$ cat src/design/mips_pkg.sv
// ----------------------------------------------------------
// Pipeline-level types for the memory and write-back end:
// data word and register index, the operation enum, the
// execute result, the memory-stage context and write-back.
// ----------------------------------------------------------
package mips_pkg;

    typedef logic [31:0] word_t;
    typedef logic [4:0]  reg_idx_t;

    typedef enum logic [3:0] {
        OP_ALU = 4'h0, // any result that does not touch memory.
        OP_LB  = 4'h1,
        OP_LBU = 4'h2,
        OP_LH  = 4'h3,
        OP_LHU = 4'h4,
        OP_LW  = 4'h5,
        OP_LWL = 4'h6,
        OP_LWR = 4'h7,
        OP_SB  = 4'h8,
        OP_SH  = 4'h9,
        OP_SW  = 4'ha
    } alu_op_e;

    typedef struct packed {
        logic     valid;
        alu_op_e  op;
        word_t    alures;     // effective address for loads and stores.
        word_t    store_data;
        reg_idx_t dest;
    } ex_result_t;

    typedef struct packed {
        logic     valid;
        alu_op_e  op;
        logic [1:0] addr_lo;  // byte offset of the access.
        word_t    alures;
        reg_idx_t dest;
    } mem_ctx_t;

    typedef struct packed {
        logic     valid;
        reg_idx_t dest;
        word_t    data;
    } wb_t;

    function automatic logic is_load(alu_op_e op);
        return op inside {OP_LB, OP_LBU, OP_LH, OP_LHU, OP_LW, OP_LWL, OP_LWR};
    endfunction

    function automatic logic is_store(alu_op_e op);
        return op inside {OP_SB, OP_SH, OP_SW};
    endfunction

endpackage
$ cat src/design/wb_regfile.sv
// ----------------------------------------------------------
// Write-back register file: 32 words, register 0 fixed at
// zero, one write port and one combinational read port.
// ----------------------------------------------------------
`timescale 1ns/1ps

module wb_regfile (
    input  logic               clk,
    input  logic               arst_n,
    input  mips_pkg::wb_t      wb,
    input  mips_pkg::reg_idx_t rd_idx,
    output mips_pkg::word_t    rd_data
);
    import mips_pkg::*;

    localparam int unsigned NUM_REGS = 32;

    word_t regs [NUM_REGS];
    logic  wr_en;

    assign wr_en = wb.valid && (wb.dest != '0);

    always_ff @(posedge clk or negedge arst_n) begin
        if (!arst_n) begin
            for (int i = 0; i < NUM_REGS; i++) begin
                regs[i] <= '0;
            end
        end else if (wr_en) begin
            regs[wb.dest] <= wb.data;
        end
    end

    // new data shows from the cycle after the write.
    assign rd_data = (rd_idx == '0) ? '0 : regs[rd_idx];

endmodule

$ cat config.mk
export PLATFORM = sky130hd
export DESIGN_NAME = wb_regfile
export DESIGN_NICKNAME = d
export VERILOG_FILES = /design/src/design/mips_pkg.sv /design/src/design/wb_regfile.sv
export SDC_FILE = /design/constraint.sdc
export NUM_CORES = 1
export LEC_CHECK = 0
export BUFFER_PORTS_ARGS = -buffer_cell sky130_fd_sc_hd__buf_2
export CORE_ASPECT_RATIO = 0.5
export CORE_UTILIZATION = 45
export CTS_CLUSTER_SIZE = 10
export DETAILED_ROUTE_END_ITERATION = 16
export GPL_TIMING_DRIVEN = 0
export PLACE_DENSITY = 0.67
export SLEW_MARGIN = 10
export SYNTH_ARGS = -nofsm -noshare
export SYNTH_HDL_FRONTEND = slang
export SYNTH_SLANG_ARGS = --single-unit
$ cat constraint.sdc
create_clock -name clk -period 1.75 [get_ports clk]
set_input_delay 0.0875 -clock clk [delete_from_list [all_inputs] [get_ports clk]]
set_output_delay 0.0875 -clock clk [all_outputs]
set_load 0.05 [all_outputs]
Yosys cells after proc, flatten, opt, wreduce, memory -nomap -nowiden

Index checks and enable logic that the tools add are counted.

Bits in registers: 1024
Input bits: 45
Output and inout port bits: 32
Logic and storage cells: 48

Magnitude comparators: 3
Multiplexer cells: 7
Bitwise gates (word level): 2
Reductions and logical operators: 4

Operator list:

| cell                                                                          | count |
|---|---|
| 1024-bit bitwise mux                                                          | 1 |
| 32-bit binary-select mux with 5-bit select                                    | 1 |
| 32-bit demux with 5-bit select                                                | 1 |
| 32-bit two-way mux                                                            | 4 |
| 6-bit greater-or-equal comparator (second input constant)                     | 2 |
| 5-bit inverter with 6-bit output                                              | 2 |
| 6-bit by 1-bit less-than comparator with 1-bit output (second input constant) | 1 |
| 5-bit zero test                                                               | 1 |
| 5-bit nonzero test                                                            | 1 |
| 1-bit logical AND                                                             | 2 |

Depth between registers and ports, before layout

Word-level depth: 6
Mapped depth: 7
Depth with buffers taken out: 4

Least setup slack after synthesis

No wires, ideal clock.

Path type: input-to-output
Start: input rd_idx[0]
End: output rd_data[10]
Data arrival time: 2.374 ns
Data required time: 1.662 ns
Setup slack: -0.711 ns
Stages: 7
Buffers on the path: 3
Path through: buf_4 -> buf_6 -> and2b_4 -> buf_6 -> a221oi_1 -> o21ai_1 -> a311oi_1

Longest elaborated chain between the ends: 5
Elaborated cells on any way between the ends: 6
Those cells by class: 4 x mux; 1 x bitwise; 1 x reduce/logical

Ends and longest elaborated chain:

| element                                                | RTL line         | text |
|---|---|---|
| start, declared                                        | wb_regfile.sv:11 | `input mips_pkg::reg_idx_t rd_idx,` |
| 5-bit inverter with 6-bit output (not written as such) | wb_regfile.sv:34 | `assign rd_data = (rd_idx == '0) ? '0 : regs[rd_idx];` |
| 32-bit binary-select mux with 5-bit select             | wb_regfile.sv:34 |  |
| 32-bit two-way mux (not written as such) (2 in series) | wb_regfile.sv:34 |  |
| 32-bit two-way mux *                                   | wb_regfile.sv:34 |  |
| end, declared                                          | wb_regfile.sv:12 | `output mips_pkg::word_t rd_data` |

Every way passes the cells marked *; elsewhere a longest branch is shown, timed or not. The select of a mux whose other input is x is not followed.

Worst setup path in the final report

Start: input rd_idx[0]
End: output rd_data[22]

The elaborated chain is that of the path after synthesis.

==> results.txt <==
Seq cells post-synth: 1024
Leakage: 23.6 nW
Post-Syn Nets: 2994
Detailed Route WL: 126 mm
Iteration-0 DRC Markers: 1943
CTS tree: built
Hold slack final: -0.665 ns
Biggest regs: regs x1024
Vias per cell: 5.98
Fin. Hold Viols: 135
Wire length on met3: 6.97 mm
Wire per inst: 27.9 microns
Worst VDD drop: 0.746 mV
Tcrit/Tclk final: 147%
Most common cell in the netlist: dfrtp_1
Met1 WL: 57.3 mm
Placer congestion estimate: 0.824
Mean Syn Cell Area: 15.7 sq um
Largest register FFs: 1024
DRC: 0
Status: finished, violations left
Fmax: 389 MHz
Cells after synthesis: 2949
Slew Viols, Final: 0
Proportion of layout cells with a drive suffix above 1: 55.8%
Number of global-route vias before repair: 29201
Pwr/cell area: 1160 nW/um^2
Initial Util: 45.9%
Largest reg by FF count: regs
Die area: 105000 sq um
Sequential area share after synthesis: 55.2%
Final worst slack: -0.820 ns
Startpoint class of the critical path: input pin
Synth Cell Area: 46400 sq um
Total iterations of the first detailed-routing run: 5
Final Setup Violations: 32
Clock Tree Root: clkbuf_16
Worst-Margin Slew: 1.27 ns
CTS Sinks: 1024
Core ar.: 101000 sq um
DR top layer: met4
Clock edge transition at the registers on the reported setup and hold paths: 0.05 ns
Die X-Extent: 456 microns
Worst EP arrival: 2.48 ns
Fill cells: 8201
Post-synth ARST share: 100%
Cell variety after synth: 35
Max cap viols: 0
CTS Buf Count: 112
Dominant cell type by area after synthesis: dfrtp_1
Clock skew: 0 ns
Failing checks: negative hold slack, negative setup slack
DP HPWL: 88.2 mm
Layout area overhead: 15.7%
Initial antenna violation count: 4
Post-synth EDFFs: 0
Final cell count without fillers: 4529
Met2 WL: 57.6 mm
I/O Buffers: 72
Area contributors post-synth: dfrtp_1 (55%), mux2_2 (24%), mux4_2 (11%)
Final ANT Viol Nets: 0
Nets: 3220
Top-area cell type share of the netlist area: 55.2%
Clock Latency Late Sink: 0.71 ns
CP max FO: 10
Top_reg_cell synth: dfrtp_1
Post-DP Area: 49200 sq um
CTS H-Tree Depth: 3
Relative slew slack: 15.2%
Syn. warnings: 0
Setup CP Type: in2out
Vias: 27070
Rows: 82
Hold_buf cts: 32
Crit. End Element: output pin
WP data required: 1.66 ns
Grt ovf: 0
GRT Util Overall: 24.8%
I/O pin count: 77
Die span in y: 229 microns
Largest net degree at the start of global routing: 157
Cell area after layout: 53700 sq um
Tmin final: 2.57 ns
Max Root-Sink Buffers: 3
Commonest cells in the netlist: dfrtp_1 (1024), mux2_2 (994), mux4_2 (224)
Inst Count DP: 4371
RSZ-0062 raised after global routing: yes
First-pass GRT wire length: 191 mm
Hold Crit Class: in2async
-- through the flow --
stage	power, mW	worst slack (ns)	util [%]	hold slack (ns)	TNS [ns]
2_1_floorplan	38.0	-0.00848	-	-0.208	-0.0921
3_5_place_dp	41.3	-1.40	48.7	0.127	-319.45
6_report	62.3	-0.820	53.1	-0.665	-22.96
4_1_cts	62.6	-0.818	52.9	-0.635	-24.29
5_1_grt	64.9	-0.824	53.1	-0.592	-24.35
3_3_place_gp	40.7	-21.06	48.5	0.411	-
-- worst paths after layout --
kind                            slack [ns]          end        from  cells past startpoint
worst max register to register        0.88    regs[926]   regs[926]                      2
min in group clk                      0.15    regs[607]      wb[34]                      4
worst min-delay path                 -0.66    regs[106]      arst_n                      1
worst max-delay path                 -0.82  rd_data[22]   rd_idx[0]                      8
max in group asynchronous             0.44    regs[781]      arst_n                      3
worst min register to register        0.46   regs[1019]  regs[1019]                      1
-- cells in the final DEF (no fill, tap or decap), types with 3 or more instances in the layout --
cell type         n
o21ai_2          16
a221oi_1         21
buf_6            54
nor2b_2           3
dlygate4sd3_1    32
o2111ai_2         7
buf_16            6
clkbuf_2         13
nand3b_1          4
nor3b_1           4
clkbuf_4          7
nand2_1          34
inv_6             3
mux2_2          978
clkbuf_1        136
clkbuf_16       113
diode_2           3
mux4_2          224
mux2_1           30
nor2_2           10
o21ai_1          23
buf_2           134
nor2_1            9
nor2b_4          21
dfrtp_1        1024
a211oi_2          9
buf_4            51
a22oi_1           6
a311oi_4         32
o21ai_4          16
a211oi_4         23
mux2_4           16
mux2i_1          64
nor2b_1           9
a22oi_2          26
-- worst max-delay path, stage by stage --
cell	delay, ns
buf_6	0.13
inv_2	0.08
buf_2	0.43
buf_4	0.41
buf_4	0.34
o2111ai_2	0.25
a311oi_4	0.49
buf_6	0.22
-- what timing repair did --
item,CTS,global route
pin swaps,59,10
setup endpoints to repair,32,32
resized for setup,249,46
hold endpoints to repair,163,131
buffers inserted,3,0
-- power by group --
part | internal [mW] | switching (mW) | total, mW
Sequential | 28.2 | 2.16 | 30.3
Combinational | 6.47 | 4.98 | 11.4
Clock | 11.3 | 9.22 | 20.5
Total | 45.9 | 16.4 | 62.3
-- kinds of logic (layout without fill, tap and decap cells) --
logic type	count (synthesis)	after routing	synth area share, %
AOI/OAI and AO/OA	183	183	2.85
buffers and inverters	323	556	3.61
muxes	1312	1312	37.1
and+or+nand+nor	107	107	1.25
DFF	1024	1024	55.2
other	0	3	0
-- layer usage --
layer / up-vias / track usage [%]
met1: 14822 / 35.2
met2: 683 / 37.9
met5: - / 0
met3: 227 / 4.86
li1: 11338 / -
met4: 0 / 8.85
-- area by class of cell --
class | count | area [sq um] | area share (%)
flip-flops and latches | 1024 | 25600 | 47.7
multi-input cells | 1602 | 20700 | 38.5
clock buffers | 114 | 2830 | 5.27
plain buffers | 321 | 1720 | 3.21
well taps | 1344 | 1680 | 3.13
repair buffers | 113 | 1080 | 2.02
clock inverters | 7 | 86.3 | 0.161
diodes | 3 | 7.51 | 0.0140
inverters | 1 | 3.75 | 0.00699
(Power assumes the default switching activity.)
