## config.mk

```make
export PLATFORM = sky130hd
export DESIGN_NAME = mem_access
export DESIGN_NICKNAME = d
export VERILOG_FILES = /design/src/design/mips_pkg.sv /design/src/design/mem_pkg.sv /design/src/design/mem_access.sv
export SDC_FILE = /design/constraint.sdc
export NUM_CORES = 1
export LEC_CHECK = 0
export ABC_AREA = 0
export BUFFER_PORTS_ARGS = -buffer_cell sky130_fd_sc_hd__buf_4
export CAP_MARGIN = 40
export CELL_PAD_IN_SITES_DETAIL_PLACEMENT = 0
export CELL_PAD_IN_SITES_GLOBAL_PLACEMENT = 1
export CORE_UTILIZATION = 26
export DETAILED_ROUTE_END_ITERATION = 7
export GPL_TIMING_DRIVEN = 0
export PLACE_DENSITY = 0.95
export SLEW_MARGIN = 20
export SYNTH_ARGS = -nofsm -noshare
export SYNTH_HDL_FRONTEND = slang
export SYNTH_SLANG_ARGS = --single-unit
export TNS_END_PERCENT = 20
```

## constraint.sdc

```tcl
create_clock -name clk -period 2.4 [get_ports clk]
set_clock_uncertainty 0.15 [all_clocks]
set_input_delay 0.12 -clock clk [delete_from_list [all_inputs] [get_ports clk]]
set_output_delay 0.12 -clock clk [all_outputs]
set_load 0.02 [all_outputs]
```

## src/design/mips_pkg.sv

```systemverilog
// ----------------------------------------------------------
// Pipeline-level types for the memory and write-back end:
// data word and register index, the operation enum, the
// execute result, the memory-stage context and write-back.
// ----------------------------------------------------------
package mips_pkg;

    typedef logic [31:0] word_t;
    typedef logic [4:0]  reg_idx_t;

    typedef enum logic [3:0] {
        OP_ALU = 4'h0, // any result that does not touch memory.
        OP_LB  = 4'h1,
        OP_LBU = 4'h2,
        OP_LH  = 4'h3,
        OP_LHU = 4'h4,
        OP_LW  = 4'h5,
        OP_LWL = 4'h6,
        OP_LWR = 4'h7,
        OP_SB  = 4'h8,
        OP_SH  = 4'h9,
        OP_SW  = 4'ha
    } alu_op_e;

    typedef struct packed {
        logic     valid;
        alu_op_e  op;
        word_t    alures;     // effective address for loads and stores.
        word_t    store_data;
        reg_idx_t dest;
    } ex_result_t;

    typedef struct packed {
        logic     valid;
        alu_op_e  op;
        logic [1:0] addr_lo;  // byte offset of the access.
        word_t    alures;
        reg_idx_t dest;
    } mem_ctx_t;

    typedef struct packed {
        logic     valid;
        reg_idx_t dest;
        word_t    data;
    } wb_t;

    function automatic logic is_load(alu_op_e op);
        return op inside {OP_LB, OP_LBU, OP_LH, OP_LHU, OP_LW, OP_LWL, OP_LWR};
    endfunction

    function automatic logic is_store(alu_op_e op);
        return op inside {OP_SB, OP_SH, OP_SW};
    endfunction

endpackage
```

## src/design/mem_pkg.sv

```systemverilog
// ----------------------------------------------------------
// Data-RAM request types: byte-lane enables and the request
// struct that the memory stage sends to the RAM.
// ----------------------------------------------------------
package mem_pkg;

    // widest word address the request can carry.
    localparam int unsigned RAM_ADDR_MAX_BITS = 16;

    typedef logic [3:0]                   byte_en_t;
    typedef logic [RAM_ADDR_MAX_BITS-1:0] ram_addr_t;

    localparam byte_en_t BE_NONE = 4'b0000;
    localparam byte_en_t BE_LO_H = 4'b0011;
    localparam byte_en_t BE_HI_H = 4'b1100;
    localparam byte_en_t BE_ALL  = 4'b1111;

    typedef struct packed {
        logic           en;
        byte_en_t       we;        // one bit per byte lane with lane 0 on bits 7:0.
        ram_addr_t      word_addr; // upper bits are zero for smaller RAMs.
        mips_pkg::word_t wdata;
    } ram_req_t;

endpackage

```

## src/design/mem_access.sv

```systemverilog
// ----------------------------------------------------------
// Memory-access stage: decodes loads and stores into a RAM
// request with placed byte enables and lane-aligned store
// data, and registers the context used by the load aligner.
// ----------------------------------------------------------
`timescale 1ns/1ps

module mem_access #(
    parameter int unsigned ADDR_BITS = 8
) (
    input  logic                 clk,
    input  logic                 arst_n,
    input  mips_pkg::ex_result_t ex_in,
    output mem_pkg::ram_req_t    ram_req,
    output mips_pkg::mem_ctx_t   ctx
);
    import mips_pkg::*;
    import mem_pkg::*;

    logic [ADDR_BITS-1:0] word_addr;
    logic [1:0]           byte_off;

    assign word_addr = ex_in.alures[ADDR_BITS+1:2];
    assign byte_off  = ex_in.alures[1:0];

    always_comb begin
        ram_req.en        = ex_in.valid && (is_load(ex_in.op) || is_store(ex_in.op));
        ram_req.we        = BE_NONE;
        ram_req.word_addr = ram_addr_t'(word_addr);
        ram_req.wdata     = ex_in.store_data;
        if (ex_in.valid) begin
            case (ex_in.op)
                OP_SB: begin
                    ram_req.we    = byte_en_t'(4'b0001 << byte_off);
                    ram_req.wdata = {4{ex_in.store_data[7:0]}};
                end
                OP_SH: begin
                    ram_req.we    = byte_off[1] ? BE_HI_H : BE_LO_H;
                    ram_req.wdata = {2{ex_in.store_data[15:0]}};
                end
                OP_SW: begin
                    ram_req.we = BE_ALL;
                end
                default: begin
                    ram_req.we = BE_NONE; // loads and ALU results write nothing.
                end
            endcase
        end
    end

    always_ff @(posedge clk or negedge arst_n) begin
        if (!arst_n) begin
            ctx <= '0;
        end else begin
            ctx.valid   <= ex_in.valid;
            ctx.op      <= ex_in.op;
            ctx.addr_lo <= byte_off;
            ctx.alures  <= ex_in.alures;
            ctx.dest    <= ex_in.dest;
        end
    end

    a_sh_aligned: assert property (@(posedge clk) disable iff (!arst_n)
        (ex_in.valid && ex_in.op == OP_SH) |-> ex_in.alures[0] == 1'b0)
        else $error("mem_access: misaligned SH to address %h", ex_in.alures);

    a_sw_aligned: assert property (@(posedge clk) disable iff (!arst_n)
        (ex_in.valid && ex_in.op == OP_SW) |-> ex_in.alures[1:0] == 2'b00)
        else $error("mem_access: misaligned SW to address %h", ex_in.alures);

endmodule

```

Word level (Yosys, flattened, before mapping)
Cells that the tools add are included.
{"block": "op_classes", "n_eq_ne": 10, "n_shift": 1, "mux": 5, "n_reduce_logical": 4}
{"op": "$pmux 32 s2", "n": 1}
{"op": "$mux 32", "n": 1}
{"op": "$eq 4x3->1 const B", "n": 4}
{"op": "$eq 4x4->1 const B", "n": 3}
{"op": "$pmux 4 s3", "n": 1}
{"op": "$eq 4x2->1 const B", "n": 2}
{"op": "$mux 4", "n": 2}
{"op": "$reduce_bool 7->1", "n": 1}
{"op": "$eq 4x1->1 const B", "n": 1}
{"op": "$shl 1x2->4 const A", "n": 1}
{"op": "$reduce_bool 3->1", "n": 1}
{"op": "$logic_and 1x1->1", "n": 1}
{"op": "$logic_or 1x1->1", "n": 1}
{"block": "word_totals", "regBits": 44, "inputBits": 76, "out_inout_bits": 97, "word_cells": 25}

Depth between registers and ports, before layout
{"block": "depth", "ltp_word": 4, "ltp_mapped": 5, "depth_no_buf": 3}

Worst setup path before layout
No wires, ideal clock.
{"block": "synth_timing", "path_type": "input -> output", "startpoint": "input port ex_in[70] (netlist bit)", "endpoint": "output port ram_req[49] (netlist bit)", "t_arrival_ns": 1.251, "t_required_ns": 2.130, "setup_slack_ns": 0.879, "stages": 5, "path_buffers": 2, "cell_sequence": "nor4bb_1 buf_4 buf_6 o21ai_1 o21ai_0"}
{"element": "from (decl)", "line": "mem_access.sv:13", "source": "input mips_pkg::ex_result_t ex_in,"}
{"element": "to (decl)", "line": "mem_access.sv:14", "source": "output mem_pkg::ram_req_t ram_req,"}

==> impl_results.md <==
* Diodes inserted at 0
* Drt drc at 0
* Synth unique cells at 20
* Period utilisation layout at 0.957
* # IOs at 173
* Largest stage delay, worst path at roughly 0.63 ns
* Leak at between 0.0015 and 0.002 µW
* Share of the synthesized area in the top cell type at 0.612
* Yosys warning total at 0
* Core area at about 6300 µm²
* Worst Hold Class: input pin to async pin
* Post-DP HPWL at 4350 µm
* FF+latch count, synth at 42
* Tightest Pin Transition at 0.680 ns
* Largest net degree at the start of global routing at 43
* Critical path required time at 2.13 ns
* CTS tree: built
* Max VDD drop at 0.000338 V
* Rows at 29
* Die H at 83.3 µm
* Total number of vias at 1,794
* Tmin final at 2.30 ns
* CTS H-tree lvls at 2
* Most frequent cells in the layout: 194 x buf_4, 43 x dlygate4sd3_1, 42 x dfrtp_1
* Final hold violations at 0
* Initial antenna violation count at 0
* Power density over cell area at 478 nW/µm²
* Detailed Route WL at 6050 µm
* Largest regs: ctx (42)
* Relative max-transition margin at 0.543
* Post-DRT Antenna Nets at 0
* Crit Path Category: input pin to output pin
* Comb pwr share at 0.301
* Nets at roughly 430
* Max_cap viols at 0
* Gpl congestion at 0.731
* Num CTS Buffers at 5
* Mean post-synth cell area at between 10 and 15 µm²
* Share of layout cells above drive strength 1 at 0.630
* Seq/Total Area, Yosys at 0.612
* Sequential Power Share at 0.437
* Critical Path Most Common Cell: buf_4
* Width of the die at 83.3 µm
* Top post-synthesis cells by area: dfrtp_1 61%, buf_4 12%, mux2_2 10%, mux2i_1 4.7%, a21oi_1 2.6%
* Wire per inst at 14.0 µm
* Biggest register: ctx
* Crit. End Element: output pin
* Total track usage at 0.175
* I/O Buffers at around 160
* Mapped cell area at 1720 µm²
* Worst setup SP type: input pin
* Largest register FFs at 42
* Yosys top cell by area: dfrtp_1
* Final setup violation count at 0
* Die ar. at between 6000 and 7000 µm²
* Status: complete, no violations
* Switching Share at 0.275
* TritonRoute pass-1 iters at 4
* Global route total overflow at 0
* TNS Setup at 0 ns
* Number of global-route vias before repair at 1,902
* Clock-pin slew on the worst setup and hold paths at 0.08 ns
* Layout area overhead at 111%
* Initial Utilization at 0.271
* 1st-iter DRT viols at 25
* Clock share of power at 0.262
* Commonest non-fill, non-tap cell in the layout: buf_4
* CTS max path bufs at 2
* RSZ-0062 raised after global routing: no
* CTS sink count at 42
* Fmax at 435 MHz
* CP arrival at 2.03 ns
* Slew Limit Fails at 0
* CP Max Fanout at 8
* Highest-delay cell along the critical path: nor4_4
* Crit-path cells: dlygate4sd3_1, buf_4, nor4_4, mux2_2, buf_4
* Hold Slack at 0.247 ns
* First-pass GRT wire length at 9620 µm
* Vias per std cell at 4.16
* Switch Pwr at 475 µW
* Power Internal at roughly 1300 µW
* Synth Instances at 129
* Clk root buf: clkbuf_8
## power groups by stage
stage	sequential [µW]	combinational [µW]	clock, µW
global placement	767	454	0
finish	755	521	453
CTS	755	520	476
floorplan	815	154	0
global route	759	553	503
detailed placement	769	460	0
## area by class of cell
| cell class | instances | area, µm² |
|---|---|---|
| Inverter | 1 | 3.75 |
| Sequential cell | 42 | 1050 |
| Fill cell | 528 | 2730 |
| Buffer | 30 | 224 |
| Timing Repair Buffer | 210 | 1680 |
| Clock inverter | 2 | 12.5 |
| Clock buffer | 6 | 82.6 |
| Tap cell | 77 | 96.3 |
| Multi-Input combinational cell | 63 | 465 |
## per-stage QoR
stage,instance area [µm²],utilization,cells,power [µW],worst slack (ns)
2_1_floorplan,1740,-,136,969,0.879
3_3_place_gp,3070,0.484,377,1220,0.634
3_5_place_dp,3070,0.484,377,1230,0.636
4_1_cts,3600,0.567,428,1750,0.0690
5_1_grt,3620,0.570,431,1810,0.0249
6_report,3620,0.570,431,1730,0.104
## cells in the mapped netlist
cell / count
a21oi_1: 9
nand3_1: 2
nor4_4: 1
buf_2: 2
buf_6: 1
buf_4: 27
o21ai_1: 1
mux2i_1: 8
nor4bb_1: 1
nor2_1: 8
conb_1: 1
a21o_1: 1
or4b_2: 1
dfrtp_1: 42
nand2b_1: 1
inv_1: 1
o41ai_1: 1
nand2_1: 3
mux2_2: 16
o21ai_0: 2
## worst max-delay path by stage
stage | from | to | slack (ns)
after global placement | ex_in[69] | ram_req[9] | 0.63
final | ex_in[70] | ram_req[12] | 0.10
after CTS | ex_in[70] | ram_req[49] | 0.07
after detailed placement | ex_in[69] | ram_req[15] | 0.64
after floorplan | ex_in[70] | ram_req[49] | 0.88
after global routing | ex_in[70] | ram_req[51] | 0.02
## metal layers
metal,vias up,share of wire,global-route usage
met4,0,0.0051,0.0423
met1,835,0.35,0.185
met3,2,0.090,0.0358
li1,847,-,-
met2,110,0.55,0.349
met5,-,0,0
## cells by family after synthesis
| logic type | share of synthesized area |
|---|---|
| muxes | 0.151 |
| and+or+nand+nor | 0.0575 |
| DFF | 0.612 |
| buffers and inverters | 0.133 |
| other | 0.00218 |
| AOI/OAI and AO/OA | 0.0444 |
## repair_timing
item,in CTS,in global routing
hold endpoints to repair,84,0
hold buffers,43,0
buffers inserted,0,3
setup endpoints to repair,0,4
resized for setup,0,1
## worst max-delay path: cells and delay by family
kind	cells	cell delay [ns]
buffers and inverters	3	0.87
multiplexers	1	0.41
AND/OR/NAND/NOR	1	0.63
No activity file was read; power rests on OpenSTA's default activity.
